## config.mk

```make
export PLATFORM = sky130hd
export DESIGN_NAME = axis_stream_mux
export DESIGN_NICKNAME = d
export VERILOG_FILES = /design/src/rtl/axis_mux_pkg.sv /design/src/rtl/axis_skid_reg.sv /design/src/rtl/fair_arbiter.sv /design/src/rtl/axis_stream_mux.sv
export VERILOG_INCLUDE_DIRS = /design/src /design/src/rtl
export SDC_FILE = /design/constraint.sdc
export NUM_CORES = 1
export LEC_CHECK = 0
export BUFFER_PORTS_ARGS = -buffer_cell sky130_fd_sc_hd__buf_2
export CAP_MARGIN = 40
export CORE_MARGIN = 2
export CORE_UTILIZATION = 60
export CTS_CLUSTER_DIAMETER = 120
export DETAILED_ROUTE_END_ITERATION = 10
export GPL_TIMING_DRIVEN = 1
export PLACE_DENSITY = 0.92
export SYNTH_ARGS = -nofsm -noshare
export SYNTH_HDL_FRONTEND = slang
export SYNTH_SLANG_ARGS = --single-unit
```

## constraint.sdc

```tcl
create_clock -name clk -period 12.7 [get_ports clk]
set_input_delay 2.54 -clock clk [delete_from_list [all_inputs] [get_ports clk]]
set_output_delay 2.54 -clock clk [all_outputs]
set_load 0.05 [all_outputs]
```

## src/rtl/axis_mux_cfg.svh

```systemverilog
// ---------------------------------------
// Stream mux configuration
// Default channel count and beat field
// widths for the streaming multiplexer
// ---------------------------------------

`ifndef AXIS_MUX_CFG_SVH
`define AXIS_MUX_CFG_SVH

// Input channels, legal range 1 to 4
`define AXM_NUM_CH 4

// Beat data width in bits, a whole number of bytes
`define AXM_DATA_W 32

// Vendor side-band field
`define AXM_USER_W 4

`endif

```

## src/rtl/axis_mux_pkg.sv

```systemverilog
`default_nettype none

`include "axis_mux_cfg.svh"

// ---------------------------------------
// Stream mux types
// Beat struct and arbiter lock state
// ---------------------------------------

package axis_mux_pkg;

   localparam int KEEP_W = `AXM_DATA_W / 8;

   // One stream beat, all fields move as a unit
   typedef struct packed {
      logic [`AXM_DATA_W-1:0] data;
      logic [KEEP_W-1:0]      keep;
      logic                   last;
      logic [`AXM_USER_W-1:0] user;
   } axis_beat_t;

   // Arbiter lock state
   typedef enum logic {
      ARB_IDLE   = 1'b0,
      ARB_LOCKED = 1'b1
   } arb_state_t;

endpackage

`default_nettype wire

```

## src/rtl/axis_skid_reg.sv

```systemverilog
`timescale 1ns/1ps
`default_nettype none

// ---------------------------------------
// Stream register slice
// Main entry plus skid entry, so s_ready
// comes from a flop at full throughput
// ---------------------------------------

module axis_skid_reg (
   input  logic                     clk,
   input  logic                     rst_n,
   input  logic                     s_valid,
   input  axis_mux_pkg::axis_beat_t s_beat,
   output logic                     s_ready,
   output logic                     m_valid,
   output axis_mux_pkg::axis_beat_t m_beat,
   input  logic                     m_ready
);
   import axis_mux_pkg::*;

   logic       main_valid;
   logic       skid_valid;
   axis_beat_t main_beat;
   axis_beat_t skid_beat;
   logic       main_valid_d;
   logic       skid_valid_d;
   logic       s_fire;
   logic       main_load;

   assign s_fire    = s_valid & s_ready;
   // Main entry takes a beat when empty or draining
   assign main_load = ~main_valid | m_ready;

   // ---------------------------------------
   // Occupancy
   // ---------------------------------------
   always_comb begin
      if (main_load) begin
         // Skid entry drains first, s_ready is low while it is full
         main_valid_d = skid_valid | s_fire;
         skid_valid_d = 1'b0;
      end else begin
         main_valid_d = 1'b1;
         skid_valid_d = skid_valid | s_fire;
      end
   end

   always_ff @(posedge clk) begin
      if (!rst_n) begin
         main_valid <= 1'b0;
         skid_valid <= 1'b0;
         s_ready    <= 1'b0;
      end else begin
         main_valid <= main_valid_d;
         skid_valid <= skid_valid_d;
         s_ready    <= ~skid_valid_d;
      end
   end

   // ---------------------------------------
   // Payload
   // ---------------------------------------
   always_ff @(posedge clk) begin
      if (main_load) begin
         main_beat <= skid_valid ? skid_beat : s_beat;
      end
      // Stalled main entry, park the incoming beat
      if (!main_load && s_fire) begin
         skid_beat <= s_beat;
      end
   end

   assign m_valid = main_valid;
   assign m_beat  = main_beat;

   a_out_stable: assert property (@(posedge clk) disable iff (!rst_n)
      m_valid && !m_ready |=> m_valid && $stable(m_beat));

endmodule

`default_nettype wire

```

## src/rtl/fair_arbiter.sv

```systemverilog
`timescale 1ns/1ps
`default_nettype none

// ---------------------------------------
// Round-robin arbiter with packet lock
// Holds the grant until the requester
// drops hold, then rotates the pointer
// ---------------------------------------

module fair_arbiter #(
   parameter int num_ch = 4
) (
   input  logic              clk,
   input  logic              rst_n,
   input  logic [num_ch-1:0] req,
   input  logic [num_ch-1:0] hold,
   output logic [1:0]        grant_idx,
   output logic [num_ch-1:0] grant_1hot,
   output logic              grant_valid
);
   import axis_mux_pkg::*;

   arb_state_t state;
   arb_state_t state_d;
   logic [1:0] ptr;
   logic [1:0] ptr_d;
   logic [1:0] lock_idx;
   logic [1:0] search_idx;
   logic       found;
   logic       have_grant;

   // ---------------------------------------
   // Cyclic search from the pointer
   // ---------------------------------------
   always_comb begin
      int idx;
      found      = 1'b0;
      search_idx = ptr;
      for (int off = 0; off < num_ch; off++) begin
         idx = int'(ptr) + off;
         if (idx >= num_ch) begin
            idx = idx - num_ch;
         end
         if (!found && req[idx]) begin
            found      = 1'b1;
            search_idx = 2'(idx);
         end
      end
   end

   // Locked grant ignores the other requests
   always_comb begin
      if (state == ARB_LOCKED) begin
         grant_idx  = lock_idx;
         have_grant = 1'b1;
      end else begin
         grant_idx  = search_idx;
         have_grant = found;
      end
      grant_valid = have_grant & req[grant_idx];
      for (int i = 0; i < num_ch; i++) begin
         grant_1hot[i] = have_grant && (grant_idx == 2'(i));
      end
   end

   // ---------------------------------------
   // Lock and pointer update
   // ---------------------------------------
   always_comb begin
      state_d = state;
      ptr_d   = ptr;
      if (grant_valid) begin
         if (hold[grant_idx]) begin
            state_d = ARB_LOCKED;
         end else begin
            // Last beat leaves, next channel gets first look
            state_d = ARB_IDLE;
            ptr_d   = (grant_idx == 2'(num_ch - 1)) ? 2'd0 : grant_idx + 2'd1;
         end
      end
   end

   always_ff @(posedge clk) begin
      if (!rst_n) begin
         state <= ARB_IDLE;
         ptr   <= 2'd0;
      end else begin
         state <= state_d;
         ptr   <= ptr_d;
      end
   end

   always_ff @(posedge clk) begin
      if (state == ARB_IDLE) begin
         lock_idx <= grant_idx;
      end
   end

   a_grant_onehot: assert property (@(posedge clk) disable iff (!rst_n)
      $onehot0(grant_1hot));

   a_lock_stable: assert property (@(posedge clk) disable iff (!rst_n)
      state == ARB_LOCKED |-> grant_idx == $past(grant_idx));

endmodule

`default_nettype wire

```

## src/rtl/axis_stream_mux.sv

```systemverilog
`timescale 1ns/1ps
`default_nettype none

`include "axis_mux_cfg.svh"

// ---------------------------------------
// Packet-aware stream multiplexer
// Input slices, round-robin packet lock
// and a registered output stage
// ---------------------------------------

module axis_stream_mux #(
   parameter int num_ch = `AXM_NUM_CH
) (
   input  logic                                  clk,
   input  logic                                  rst_n,
   input  logic [num_ch-1:0]                     s_valid,
   input  axis_mux_pkg::axis_beat_t [num_ch-1:0] s_beat,
   output logic [num_ch-1:0]                     s_ready,
   output logic                                  m_valid,
   output axis_mux_pkg::axis_beat_t              m_beat,
   input  logic                                  m_ready
);
   import axis_mux_pkg::*;

   logic [num_ch-1:0]       in_valid;
   axis_beat_t [num_ch-1:0] in_beat;
   logic [num_ch-1:0]       in_ready;
   logic [num_ch-1:0]       hold;
   logic [1:0]              grant_idx;
   logic [num_ch-1:0]       grant_1hot;
   logic                    grant_valid;
   logic                    can_load;
   axis_beat_t              sel_beat;
   logic [1:0]              out_ch;
   logic [1:0]              open_ch;
   logic                    out_open;

   // ---------------------------------------
   // Input slices
   // ---------------------------------------
   for (genvar i = 0; i < num_ch; i++) begin : g_in
      axis_skid_reg u_slice (
         .clk     (clk),
         .rst_n   (rst_n),
         .s_valid (s_valid[i]),
         .s_beat  (s_beat[i]),
         .s_ready (s_ready[i]),
         .m_valid (in_valid[i]),
         .m_beat  (in_beat[i]),
         .m_ready (in_ready[i])
      );
   end

   // ---------------------------------------
   // Arbitration
   // ---------------------------------------
   assign can_load = ~m_valid | m_ready;

   always_comb begin
      for (int i = 0; i < num_ch; i++) begin
         hold[i]     = ~in_beat[i].last | ~can_load;
         in_ready[i] = grant_1hot[i] & can_load;
      end
   end

   fair_arbiter #(
      .num_ch (num_ch)
   ) u_arb (
      .clk         (clk),
      .rst_n       (rst_n),
      .req         (in_valid),
      .hold        (hold),
      .grant_idx   (grant_idx),
      .grant_1hot  (grant_1hot),
      .grant_valid (grant_valid)
   );

   always_comb begin
      sel_beat = in_beat[0];
      for (int i = 1; i < num_ch; i++) begin
         if (grant_1hot[i]) begin
            sel_beat = in_beat[i];
         end
      end
   end

   // ---------------------------------------
   // Output stage
   // ---------------------------------------
   always_ff @(posedge clk) begin
      if (!rst_n) begin
         m_valid <= 1'b0;
      end else if (can_load) begin
         m_valid <= grant_valid;
      end
   end

   always_ff @(posedge clk) begin
      if (can_load) begin
         m_beat <= sel_beat;
         out_ch <= grant_idx;
      end
      if (m_valid && m_ready) begin
         open_ch <= out_ch;
      end
   end

   // Open after a non-last beat leaves
   always_ff @(posedge clk) begin
      if (!rst_n) begin
         out_open <= 1'b0;
      end else if (m_valid && m_ready) begin
         out_open <= ~m_beat.last;
      end
   end

   a_no_interleave: assert property (@(posedge clk) disable iff (!rst_n)
      m_valid && out_open |-> out_ch == open_ch);

endmodule

`default_nettype wire

```

==> impl_metrics.csv <==
group,metric,value,unit
critical_path,critPathBufInv,5,
logic_synthesis,synth-edff-count,371,
power,power_frac_comb,0.250,
critical_path,cp_top_family,"buffers and inverters",
critical_path,criticalPathCategory,"input port to register",
logic_synthesis,synth-compound-area-share,0.0646,
power,p_clk_frac,0.299,
logic_synthesis,synthMuxAreaShare,0.124,
power,power_frac_seq,0.450,
detailed_routing,drt_iter0_markers,909,
die,core_area,0.0252,mm^2
die,die-height,164,um
power,netSwitchingPower,0.00125,W
logic_synthesis,yosys.area_share.simple,0.0424,
critical_path,worstPathRequired,12.85,ns
timing,grt_setup_unrepaired,"false",
detailed_routing,dr.pass1.iters,5,
logic_synthesis,ys_seq_area_frac,0.746,
power,p_int,0.00262,W
logic_synthesis,synth_top_family_by_area,"multiplexers",
hold_path,hp-class,"register to register",
power,p_leak,6.54,nW
clock_tree,htree_levels,2,
logic_synthesis,syn_inst,911,
place,place_hpwl,22.6,mm
final_layout,drive_above_1_share,0.415,
die,start_util,0.610,
clock_tree,cts.sinks,387,
timing,final.period_utilization,0.402,
logic_synthesis,yosys-top-cells-area,"edfxtp_1, mux2_2, o21ai_0",
die,ios,217,
detailed_routing,ant_nets,0,
place,port_buffers,216,
die,die_w,164,um
clock_tree,post_cts_buffers,0,
critical_path,worst_path_max_delay_cell,"nor2b_1",
power,powerDensity,212,mW/mm^2
timing,fmax,196,MHz
clock_tree,clkTransAtPathRegs,0.06,ns
clock_tree,cts.repair.resized,0,
timing,report.final.setup_viol,0,
power,ir_drop,0.163,mV
final_layout,nNetsFinal,1303,
logic_synthesis,avgSynthCellArea,16.9,um^2
logic_synthesis,ys_warn_count,0,
timing,final_hold_viol_count,0,
final_layout,syn_to_final_growth,18.7,%
clock_tree,hold_buffers,0,
detailed_routing,drt_wl_total,36.4,mm
outcome,status,"complete, no violations",
clock_tree,clock_latency,0.53,ns
die,rows,58,
critical_path,crit_path_start_kind,"input port",
run,maxCapViolations,0,
timing,worst_pin_slew,0.899,ns
logic_synthesis,yosysTopAreaCell,"edfxtp_1",
logic_synthesis,async_flop_share,0,
logic_synthesis,synth.most_common_cell,"edfxtp_1",
timing,max_slew_margin,0.401,
global_route,grt_max_degree,84,
global_route,grt_pass1_vias,9206,
critical_path,r2r_slack,8.10,ns
logic_synthesis,synth_xor_area_frac,0,
clock_tree,cts_root_buf,"clkbuf_16",
critical_path,path_max_fanout,41,
power,swShare,0.322,
logic_synthesis,synth.distinct_cells,46,
logic_synthesis,yosys.area_share.adder,0.00326,
logic_synthesis,ys_ff_latch,387,
critical_path,cp_common_cell,"buf_12",
timing,drv_slew,0,
logic_synthesis,synth_top_cell_area_share,0.725,
global_route,grtUsageTotal,0.272,
place,place_ws,7.07,ns
logic_synthesis,synth_ff_type,"edfxtp_1",
timing,fin_ws,7.60,ns
critical_path,slowest_delay,0.55,ns
clock_tree,tritoncts,"yes",
timing,finalSetupTns,0,ns
clock_tree,numCtsBuffers,39,
detailed_routing,detail_route.vias_per_cell,6.03,
detailed_routing,avgRoutedWirePerCell,24.4,um
global_route,grt_pass1_wl,53.7,mm
timing,period_needed,5.10,ns
global_route,overflow,0,
die,dieArea,0.0269,mm^2
clock_tree,cts.path.max_buffers,3,
logic_synthesis,synth_nets,1086,
logic_synthesis,netlist_area,0.0154,mm^2
critical_path,path_cells,"buf_2 > nor2b_1 > inv_2 > buf_12 > nand2_1 > nand2_2 > buf_12 > nor2_4 > buf_4",
critical_path,arrival,5.24,ns
detailed_routing,dr_total_vias,8984,
timing,fin_skew,0.0212,ns
place,place_congestion,0.820,
critical_path,critical_path.endpoint_type,"register",
logic_synthesis,synth_common_cells,"edfxtp_1, mux2_2, o21ai_0",
global_route,antenna_found_initial,1,
detailed_routing,drc,0,
[stage by stage]
| step | utilization | power [W] | hold slack [ns] | area (um^2) | cells |
|---|---|---|---|---|---|
| after global routing | 0.724 | 0.00400 | 0.546 | 18200 | 1489 |
| after global placement | 0.664 | 0.00263 | 0.499 | 16700 | 1406 |
| after floorplan | - | 0.00240 | 0.496 | 15400 | 911 |
| after detailed placement | 0.672 | 0.00270 | 0.516 | 16900 | 1415 |
| final | 0.724 | 0.00387 | 0.528 | 18200 | 1490 |
| after CTS | 0.723 | 0.00386 | 0.529 | 18200 | 1486 |
[power groups by stage]
stage	combinational (W)	clock, W	sequential [W]
finish	0.000970	0.00116	0.00174
global route	0.00103	0.00121	0.00176
CTS	0.000953	0.00116	0.00174
detailed placement	0.000935	0	0.00176
global placement	0.000870	0	0.00176
floorplan	0.000405	0	0.00199
[worst reg2reg max path, stage by stage (launching register included)]
cell and delay (ns):
dfxtp_1 0.60, and2b_2 0.28, o21ai_1 0.16, a21oi_1 0.11
o31ai_2 0.63, inv_1 0.24, ha_1 0.31, nand2_2 0.65
o21ai_4 0.11, buf_4 0.36, nor2_4 0.19, buf_4 0.53
[logic make-up after synthesis]
group	Yosys count
mux	169
fa+ha+maj	4
compound gates	162
buf+inv	65
simple gates	124
flops	387
[path summary, 6_finish.rpt]
check | start | end | cells past startpoint
setup reg to reg | g_in[2].u_slice.m_valid$_SDFF_PN0_ | g_in[2].u_slice.skid_beat[0]$_DFFE_PP_ | 11
hold reg to reg | g_in[3].u_slice.m_beat[1]$_DFFE_PP_ | m_beat[1]$_DFFE_PN_ | 2
hold / removal | g_in[3].u_slice.m_beat[1]$_DFFE_PP_ | m_beat[1]$_DFFE_PN_ | 2
setup / recovery | m_ready | g_in[1].u_slice.skid_beat[3]$_DFFE_PP_ | 9
[cell type report]
| cell class | instances | area [um^2] |
|---|---|---|
| repair buffers | 233 | 1360 |
| flip-flops and latches | 387 | 11500 |
| diodes | 2 | 5.00 |
| well taps | 330 | 413 |
| clock inverters | 21 | 245 |
| multi-input cells | 459 | 3670 |
| fillers | 1440 | 6940 |
| inverters | 8 | 30.0 |
| clock buffers | 50 | 1050 |
[sequential cells by signal (all words and copies together), names as in the netlist]
name / cells
u_arb.state: 1
u_arb.lock_idx: 2
g_in.u_slice.skid_valid: 4
g_in.u_slice.skid_beat: 164
g_in.u_slice.m_valid: 4
g_in.u_slice.m_beat: 164
g_in.u_slice.s_ready: 4
m_beat: 41
u_arb.ptr: 2
m_valid: 1
[placed cells by master, fill, tap and decap left out, types with 3 or more instances in the layout]
master        n
clkinv_2      5
clkbuf_16    40
nor2_1        4
o21ai_1      13
nand2_1      50
mux2i_1       4
bufinv_16     5
nor2b_1      44
o21ai_0      74
ha_1          4
edfxtp_1    371
inv_1         6
a21oi_1       8
nand2_2       3
buf_2       216
dfxtp_1      12
buf_16        4
clkinv_1      6
a211oi_1     41
clkbuf_1      9
nor3b_1       3
o21a_1        4
clkinvlp_4    3
dfxtp_2       4
or3_1         3
buf_12        6
buf_4         6
and2_2        3
a21boi_0      5
nor2_4        3
mux2_2      164
[routing by layer]
metal / vias to the layer above / track usage / wire length, um
met4: 0 / 0.100 / 1160
li1: 3950 / - / -
met2: 487 / 0.460 / 18400
met5: - / 0 / 0
met3: 76 / 0.0530 / 3150
met1: 4471 / 0.353 / 13700
(Power assumes the default switching activity.)
